===== src/include/wordGame_config.svh =====
// Word game configuration.
// Sets character width, word length and the mistake limit.
`ifndef WORDGAME_CONFIG_SVH
`define WORDGAME_CONFIG_SVH

// bits per character, wide enough for ASCII.
`define LETTER_W 8

// letters in the secret word.
`define WORD_LEN 5

// wrong guesses that end the game as lost.
`define MAX_MISTAKES 6

`endif


===== src/source/wordGamePkg.sv =====
// Word game shared types.
// Holds the game state encoding and the structs passed between the blocks.
`include "wordGame_config.svh"

package wordGamePkg;

    // width of the position index and of the mistake counter.
    localparam int POS_W = (`WORD_LEN > 1) ? $clog2(`WORD_LEN) : 1;
    localparam int MIS_W = $clog2(`MAX_MISTAKES + 1);

    typedef enum logic [2:0] {
        IDLE  = 3'd0,
        SCAN  = 3'd1,
        JUDGE = 3'd2,
        WON   = 3'd3,
        LOST  = 3'd4
    } gameState_t;

    // control to scanner.
    typedef struct packed {
        logic                 clear;
        logic                 step;
        logic [POS_W-1:0]     position;
        logic [`LETTER_W-1:0] guess;
    } scanCmd_t;

    // scanner back to control.
    typedef struct packed {
        logic [`WORD_LEN-1:0] revealed;
        logic                 turnHit;
    } scanResult_t;

    typedef struct packed {
        logic             ready;
        logic             turnDone;  // single cycle, when a turn is judged.
        logic             hit;
        logic [MIS_W-1:0] mistakes;
        logic             won;
        logic             lost;
    } gameStatus_t;

endpackage


===== src/source/wordLoader.sv =====
// Secret word loader.
// Shift register that collects the host's letters while no game runs.
`timescale 1ns/1ps
`include "wordGame_config.svh"

module wordLoader (
    input  logic                                clk,
    input  logic                                nRst,
    input  logic                                loadStrobe,
    input  logic [`LETTER_W-1:0]                loadLetter,
    input  logic                                loadEnable,
    output logic [`WORD_LEN-1:0][`LETTER_W-1:0] word
);

    logic shiftIn;

    // loads are only taken between games, the word is frozen while playing.
    assign shiftIn = loadStrobe && loadEnable;

    // ============================================================
    // letter shift register
    // ============================================================
    // New letters enter at the top position and move down on each load.
    // After WORD_LEN loads the first letter sits at position 0, so the
    // word reads in the order it was typed.
    always_ff @(posedge clk, negedge nRst) begin
        if (!nRst) begin
            word <= '0;
        end else if (shiftIn) begin
            word <= {loadLetter, word[`WORD_LEN-1:1]};
        end
    end

endmodule


===== src/source/letterScanner.sv =====
// Letter scanner.
// Compares the held guess with one word position per step and builds the revealed mask.
`timescale 1ns/1ps
`include "wordGame_config.svh"

module letterScanner (
    input  logic                                clk,
    input  logic                                nRst,
    input  logic [`WORD_LEN-1:0][`LETTER_W-1:0] word,
    input  wordGamePkg::scanCmd_t               cmd,
    output wordGamePkg::scanResult_t            result
);

    logic [`WORD_LEN-1:0] revealed;
    logic                 turnHit;
    logic                 match;
    logic                 firstStep;

    // ============================================================
    // position compare
    // ============================================================
    assign match     = cmd.step && (word[cmd.position] == cmd.guess);
    assign firstStep = cmd.step && (cmd.position == '0);  // position 0 opens a new turn.

    // ============================================================
    // mask and turn hit
    // ============================================================
    // A position once revealed stays revealed until the next clear, so a
    // repeated guess of a known letter still counts as a hit.
    always_ff @(posedge clk, negedge nRst) begin
        if (!nRst) begin
            revealed <= '0;
            turnHit  <= 1'b0;
        end else if (cmd.clear) begin
            revealed <= '0;
            turnHit  <= 1'b0;
        end else if (cmd.step) begin
            if (match) begin
                revealed[cmd.position] <= 1'b1;
            end
            // the hit from earlier turns is dropped on the first step.
            turnHit <= match | (turnHit & ~firstStep);
        end
    end

    assign result.revealed = revealed;
    assign result.turnHit  = turnHit;

endmodule


===== src/source/gameControl.sv =====
// Game control FSM.
// Sequences each turn through the scanner, counts mistakes and decides win or loss.
`timescale 1ns/1ps
`include "wordGame_config.svh"

module gameControl (
    input  logic                     clk,
    input  logic                     nRst,
    input  logic                     start,
    input  logic                     guessStrobe,
    input  logic [`LETTER_W-1:0]     guessLetter,
    input  wordGamePkg::scanResult_t result,
    output wordGamePkg::scanCmd_t    cmd,
    output logic                     loadEnable,
    output wordGamePkg::gameStatus_t status
);
    import wordGamePkg::*;

    gameState_t           state;
    gameState_t           nextState;
    logic                 playing;      // set by start, cleared when the game is over.
    logic [POS_W-1:0]     position;
    logic [`LETTER_W-1:0] heldGuess;
    logic [MIS_W-1:0]     mistakes;
    logic [MIS_W-1:0]     mistakesNext;
    logic                 hitReg;
    logic                 ready;
    logic                 accept;
    logic                 lastPos;
    logic                 judging;
    logic                 wordFull;
    logic                 judgeLost;

    // ============================================================
    // turn decode
    // ============================================================
    assign ready     = (state == IDLE) && playing;
    assign accept    = guessStrobe && ready && !start;  // start wins over a guess.
    assign lastPos   = (position == POS_W'(`WORD_LEN - 1));
    assign judging   = (state == JUDGE);
    assign wordFull  = &result.revealed;

    // the count moves on in the judge cycle itself.
    assign mistakesNext = (judging && !result.turnHit) ? mistakes + 1'b1 : mistakes;
    assign judgeLost    = judging && !wordFull && (mistakesNext == MIS_W'(`MAX_MISTAKES));

    always_comb begin
        nextState = state;
        case (state)
            IDLE: begin
                if (accept) nextState = SCAN;
            end
            SCAN: begin
                if (lastPos) nextState = JUDGE;
            end
            JUDGE: begin
                if (wordFull) begin
                    nextState = WON;
                end else if (judgeLost) begin
                    nextState = LOST;
                end else begin
                    nextState = IDLE;
                end
            end
            WON, LOST: nextState = state;  // held until the next start.
            default:   nextState = IDLE;
        endcase
        if (start) begin
            nextState = IDLE;
        end
    end

    // ============================================================
    // state and counters
    // ============================================================
    always_ff @(posedge clk, negedge nRst) begin
        if (!nRst) begin
            state    <= IDLE;
            playing  <= 1'b0;
            position <= '0;
            mistakes <= '0;
            hitReg   <= 1'b0;
        end else begin
            state <= nextState;
            if (start) begin
                playing  <= 1'b1;
                position <= '0;
                mistakes <= '0;
                hitReg   <= 1'b0;
            end else begin
                if (state == SCAN) begin
                    position <= lastPos ? '0 : position + 1'b1;
                end
                if (judging) begin
                    mistakes <= mistakesNext;
                    hitReg   <= result.turnHit;
                    if (wordFull || judgeLost) begin
                        playing <= 1'b0;
                    end
                end
            end
        end
    end

    // guess is held for the whole scan.
    always_ff @(posedge clk) begin
        if (accept) begin
            heldGuess <= guessLetter;
        end
    end

    // ============================================================
    // outputs
    // ============================================================
    assign cmd.clear    = start;
    assign cmd.step     = (state == SCAN);
    assign cmd.position = position;
    assign cmd.guess    = heldGuess;

    assign loadEnable = !playing;

    assign status.ready    = ready;
    assign status.turnDone = judging;
    assign status.hit      = judging ? result.turnHit : hitReg;
    assign status.mistakes = mistakesNext;
    assign status.won      = (state == WON) || (judging && wordFull);
    assign status.lost     = (state == LOST) || judgeLost;

endmodule


===== src/source/wordGameTop.sv =====
// Word game core top level.
// Joins loader, scanner and control and shows the revealed letters.
`timescale 1ns/1ps
`include "wordGame_config.svh"

module wordGameTop (
    input  logic                                clk,
    input  logic                                nRst,
    input  logic                                loadStrobe,
    input  logic [`LETTER_W-1:0]                loadLetter,
    input  logic                                start,
    input  logic                                guessStrobe,
    input  logic [`LETTER_W-1:0]                guessLetter,
    output wordGamePkg::gameStatus_t            status,
    output logic [`WORD_LEN-1:0][`LETTER_W-1:0] revealedWord
);
    import wordGamePkg::*;

    logic [`WORD_LEN-1:0][`LETTER_W-1:0] word;
    logic                                loadEnable;
    scanCmd_t                            cmd;
    scanResult_t                         result;

    // ============================================================
    // blocks
    // ============================================================
    wordLoader i_loader (
        .clk        (clk),
        .nRst       (nRst),
        .loadStrobe (loadStrobe),
        .loadLetter (loadLetter),
        .loadEnable (loadEnable),
        .word       (word)
    );

    letterScanner i_scanner (
        .clk    (clk),
        .nRst   (nRst),
        .word   (word),
        .cmd    (cmd),
        .result (result)
    );

    gameControl i_control (
        .clk         (clk),
        .nRst        (nRst),
        .start       (start),
        .guessStrobe (guessStrobe),
        .guessLetter (guessLetter),
        .result      (result),
        .cmd         (cmd),
        .loadEnable  (loadEnable),
        .status      (status)
    );

    // hidden letters read as zero.
    always_comb begin
        for (int i = 0; i < `WORD_LEN; i++) begin
            revealedWord[i] = result.revealed[i] ? word[i] : '0;
        end
    end

endmodule


===== config.mk =====
export PLATFORM = sky130hd
export DESIGN_NAME = wordGameTop
export DESIGN_NICKNAME = d
export VERILOG_FILES = /design/src/source/wordGamePkg.sv /design/src/source/wordLoader.sv /design/src/source/letterScanner.sv /design/src/source/gameControl.sv /design/src/source/wordGameTop.sv
export VERILOG_INCLUDE_DIRS = /design/src /design/src/include
export SDC_FILE = /design/constraint.sdc
export NUM_CORES = 1
export LEC_CHECK = 0
export ABC_AREA = 1
export BUFFER_PORTS_ARGS = -buffer_cell sky130_fd_sc_hd__clkbuf_2
export CAP_MARGIN = 20
export CORE_MARGIN = 5
export CORE_UTILIZATION = 44
export DETAILED_ROUTE_END_ITERATION = 8
export PLACE_DENSITY = 0.68
export SYNTH_ARGS = -nofsm -noshare
export SYNTH_HDL_FRONTEND = slang
export SYNTH_SLANG_ARGS = --single-unit

===== constraint.sdc =====
create_clock -name clk -period 1.9 [get_ports clk]
set_input_delay 0.19 -clock clk [delete_from_list [all_inputs] [get_ports clk]]
set_output_delay 0.19 -clock clk [all_outputs]
set_load 0.03 [all_outputs]

; Word level (Yosys, flattened, before mapping)
; Cells that the tools add are included.
[op_classes]
addsub = 2
order_cmp = 2
n_eq_ne = 10
muxes = 31
bitwise_logic = 4
reduce_logical = 29
[op_table]
columns = operator, n
row1 = $mux 8, 6
row2 = $mux 3, 11
row3 = $bmux 8 s3, 1
row4 = $mux 5, 3
row5 = $pmux 3 s4, 1
row6 = $logic_and 1x1->1, 11
row7 = $eq 3x3->1 const B, 3
row8 = $eq 8x8->1, 1
row9 = $mux 1, 8
row10 = $reduce_bool 2->1, 4
row11 = $add 3x1->3 const B, 2
row12 = $eq 3x2->1 const B, 2
row13 = $logic_not 3->1, 2
row14 = $ne 3x2->1 const B, 2
row15 = $or 5x5->5, 1
row16 = $reduce_and 5->1, 1
row17 = $logic_not 1->1, 4
row18 = $lt 3x4->1 const B, 1
row19 = $reduce_and 2->1, 2
row20 = $demux 1 s3, 1
row21 = $eq 3x1->1 const B, 1
row22 = $ge 3x1->1 const B, 1
row23 = $logic_or 1x1->1, 3
row24 = $reduce_and 3->1, 1
row25 = other kinds (5), 5
[word_totals]
reg_bits = 65
in_bits = 21
elab_cells = 91

; Depth between registers and ports, before layout
[depth]
ltp_word = 9
ltp_mapped = 15
depth_no_buf = 14

; Modules after synthesis
; A second synthesis with hierarchy kept.
[unflattened]
hier_cells = 578
hier_area_um2 = 4001.3
[by_module_without_submodules]
columns = mod, instances, cells_each, area_each_um2
row1 = wordLoader, 1, 175, 1641.6
row2 = letterScanner, 1, 205, 1067.3
row3 = gameControl, 1, 113, 967.2
row4 = wordGameTop, 1, 85, 325.3

; Worst setup path after synthesis
; Ideal clock, no wire load.
[synth_path]
path_kind = flip-flop to output port
startpoint = register i_control.state[2]
endpoint = output port status[0] (netlist name)
arrival_ns = 2.024
path_slack_ns = -0.314
stages_incl_launch_ff = 7
n_path_buf = 0
path_cell_list = dfrtp_1 nor3_4 nand2_1 xnor2_1 nor2_1 nand4_1 o21ai_0
[synth_lines]
columns = element, line_no
row1 = start: declaration, gameControl.sv:19  ; gameState_t state;
row2 = start signal: assignment, gameControl.sv:84  ; state <= nextState;
row3 = end: declaration, wordGameTop.sv:14  ; output wordGamePkg::gameStatus_t status,

==> impl_metrics.env <==
export IMPL_place_congestion=0.931
export IMPL_swShare=0.354
export IMPL_antenna_cells=0
export IMPL_ir_worst_vdd_uv=389
export IMPL_die_w_um=102
export IMPL_wl_met3_um=668
export IMPL_cts_buffers=9
export IMPL_netlist_cell_type_count=31
export IMPL_cts_tree="done"
export IMPL_nets=626
export IMPL_vias=3541
export IMPL_finalWirelength_um=9830
export IMPL_h_tree_depth=3
export IMPL_avgSynthCellArea_um2=7.25
export IMPL_cts_root_buf="clkbuf_8"
export IMPL_hold_worst_slack_ps=0.0478
export IMPL_rsz0062_at_grt="true"
export IMPL_p_int_mw=2.60
export IMPL_fin_skew_ps=11.5
export IMPL_crit_required_ps=1710
export IMPL_met2_wirelength_um=4720
export IMPL_startpoint_type="register"
export IMPL_r2r_end="i_scanner.revealed[0]"
export IMPL_worstSetupEndpointType="primary output"
export IMPL_gr_total_overflow=0
export IMPL_hold_viol=0
export IMPL_layout_drive_gt1_share=0.285
export IMPL_syn_area_mm2=0.00369
export IMPL_syn_nets=533
export IMPL_clkPwrFrac=0.276
export IMPL_post_drt_wl_per_cell_um=13.8
export IMPL_area_growth_pct=28.1
export IMPL_synth_seq_cells=65
export IMPL_grt_pass1_wl_um=15500
export IMPL_synthCells=509
export IMPL_total_power_mw=4.03
export IMPL_setup_ws_ps=-175
export IMPL_io_buffer_count=68
export IMPL_fin_tns_setup_ps=-175
export IMPL_crit_end="status[0]"
export IMPL_core_area_mm2=0.00818
export IMPL_fin_crit_ps=2070
export IMPL_path_max_fanout=5
export IMPL_status="complete, but fails checks"
export IMPL_drtPass1Iterations=4
export IMPL_clock_latency_ps=340
export IMPL_route_top_layer_used="met4"
export IMPL_path_class="register to primary output"
export IMPL_drt_initial_drc_count=223
export IMPL_met1Wirelength_um=4140
export IMPL_synthTopCellsByArea="dfrtp_1, nand2_1, inv_1"
export IMPL_antenna_found_initial=0
export IMPL_startpoint="i_control.state[0]"
export IMPL_initial_utilization=0.451
export IMPL_r2r_start="i_control.position[0]"
export IMPL_final_instance_count_excl_fill=712
export IMPL_setup_violations=1
export IMPL_dp_cells=681
export IMPL_grt_max_degree=58
export IMPL_cp_arrival_ps=1880
export IMPL_finalCritPeriodShare=1.09
export IMPL_clk_path_buf_depth=2
export IMPL_viasPerCell=4.97
export IMPL_clk_pin_slew_ps=70
export IMPL_synth_top_area_share=0.387
export IMPL_report_final_slew_viol_count=0
export IMPL_timing_fmax_mhz=482
export IMPL_clock_sinks=65
export IMPL_fp_row_count=33
export IMPL_hp_class="input port to asynchronous set/reset pin"
export IMPL_sequentialPowerShare=0.389
export IMPL_r2r_worst_path_cells=11
export IMPL_grt_total_usage=0.193
export IMPL_die_y_um=102
export IMPL_cts_hold_buffers=0
export IMPL_die_area_mm2=0.0103
export IMPL_powerDensity_mw_per_mm2=853
export IMPL_synth_top_area_cell="dfrtp_1"
export IMPL_p_leak_nw=2.76
export IMPL_r2r_slack_ps=60
export IMPL_dp_final_hpwl_um=7090
export IMPL_grt_pass1_vias=3359
export IMPL_power_frac_comb=0.335
export IMPL_slew_headroom=0.507
export IMPL_switching_power_mw=1.43
export IMPL_nFillCells=791
export IMPL_io_pins=69
export IMPL_tightest_slew_ps=739
export IMPL_ant_nets=0
export IMPL_maxCapViolCount=0
export IMPL_drc_errors=0
export IMPL_yosysSeqAreaShare=0.452
export IMPL_yosysWarnings=0
export IMPL_violations="negative setup slack"
-- cell usage in the layout (no fill, tap or decap), types with 2 or more instances in the layout --
cell        n
dfrtp_2     4
ha_1        3
o21ai_1     5
nor2_1     36
mux2_2      3
o21ai_0    25
nor3_1      3
nor2_4      6
nand2_1   128
inv_2       4
dfrtp_1    53
a21oi_1    18
inv_1      99
buf_4      33
o21a_1      2
o21bai_1    2
nor2_2      8
nand3_2    14
clkinv_2    2
edfxtp_1    8
o22ai_1     4
buf_6       8
nand2_2     7
nand3_1    20
clkbuf_2   63
inv_4       2
clkbuf_8   10
nand4_1    21
clkbuf_1    3
-- layer usage --
layer,track usage,up-vias
met5,0,-
met4,0.0890,0
li1,-,1758
met2,0.308,114
met1,0.249,1641
met3,0.0448,28
-- worst min path at each step --
| stage | startpoint | to | slack [ps] |
|---|---|---|---|
| after floorplan | nRst | i_control.hitReg | -110 |
| after global placement | guessLetter[1] | i_control.heldGuess[1] | 370 |
| after detailed placement | guessLetter[1] | i_control.heldGuess[1] | 370 |
| after CTS | guessLetter[6] | i_control.heldGuess[6] | 4 |
| after global routing | guessLetter[1] | i_control.heldGuess[1] | 3 |
| final | nRst | i_loader.word[39] | 0.05 |
-- registers in the layout, summed over array words and instances (netlist names) --
signal	count
i_control.heldGuess	8
i_control.hitReg	1
i_control.mistakes	3
i_control.playing	1
i_control.position	3
i_control.state	3
i_loader.word	40
i_scanner.revealed	5
i_scanner.turnHit	1
-- power by group through the flow --
stage | Sequential (mW) | Clock [mW] | Combinational (mW)
after floorplan | 1.55 | 0 | 0.882
after global placement | 1.57 | 0 | 1.13
after detailed placement | 1.58 | 0 | 1.16
after CTS | 1.55 | 1.15 | 1.19
after global routing | 1.58 | 1.22 | 1.50
final | 1.57 | 1.11 | 1.35
-- area by class of cell --
cell class / count / area (um^2) / share of cell area
timing repair buffer: 106 / 687 / 0.145
clock inverter: 4 / 43.8 / 0.00926
sequential: 65 / 1670 / 0.354
clock buffer: 12 / 135 / 0.0286
inverter: 105 / 399 / 0.0844
multi-input combinational: 315 / 1660 / 0.351
tap: 105 / 131 / 0.0278
-- timing repair --
action                                  4_1_cts  5_1_grt
pin swaps                                     6       18
buffers inserted                              9        5
endpoints found under the setup margin        8       22
gates resized for setup                      12       52
gates cloned                                  1        1
-- critical path, cell delays in order (launching register included) --
cell and delay (ps):
dfrtp_2 440, nor3_4 240, nand2_4 130, nor2_4 120, xor2_2 180, inv_2 70
nand4_1 130, o21ai_2 70, clkbuf_8 160
-- stage by stage --
step                instance area (um^2)   util  setup WS (ps)
CTS                                 4510  0.551           -202
detailed placement                  4230  0.517          -40.8
global route                        4730  0.578           -307
global placement                    4230  0.517           66.8
floorplan                           3710      -           21.4
finish                              4730  0.578           -175
-- logic make-up after synthesis --
kind of cell               count (synthesis)  share of synthesized area
adders and majority gates                  3                     0.0102
DFF                                       65                      0.452
xor gates and xnor gates                   3                    0.00712
muxes                                      3                    0.00915
buffers and inverters                    130                      0.144
and+or+nand+nor                          245                      0.290
AOI/OAI and AO/OA                         60                     0.0878
-- synthesized netlist by cell type --
cell and number:
o22ai_1 4, nor2_2 4, xor2_1 1, inv_2 3
clkbuf_1 13, buf_1 2, nand3_1 34, mux2_2 3
nor2_1 42, o21ai_0 28, buf_2 2, inv_1 102
o21ai_1 3, nor3_4 1, edfxtp_1 8, o21bai_1 2
nand3_2 1, a211oi_1 1, nand4_1 21, buf_4 5
xnor2_1 2, ha_1 3, buf_6 3, nor2_4 3
nand2_1 136, o31ai_1 1, dfrtp_1 57, a21oi_1 18
o21a_1 2, a21oi_2 1, nor3_1 3
Note: power is estimated with default switching activity, not from simulation.
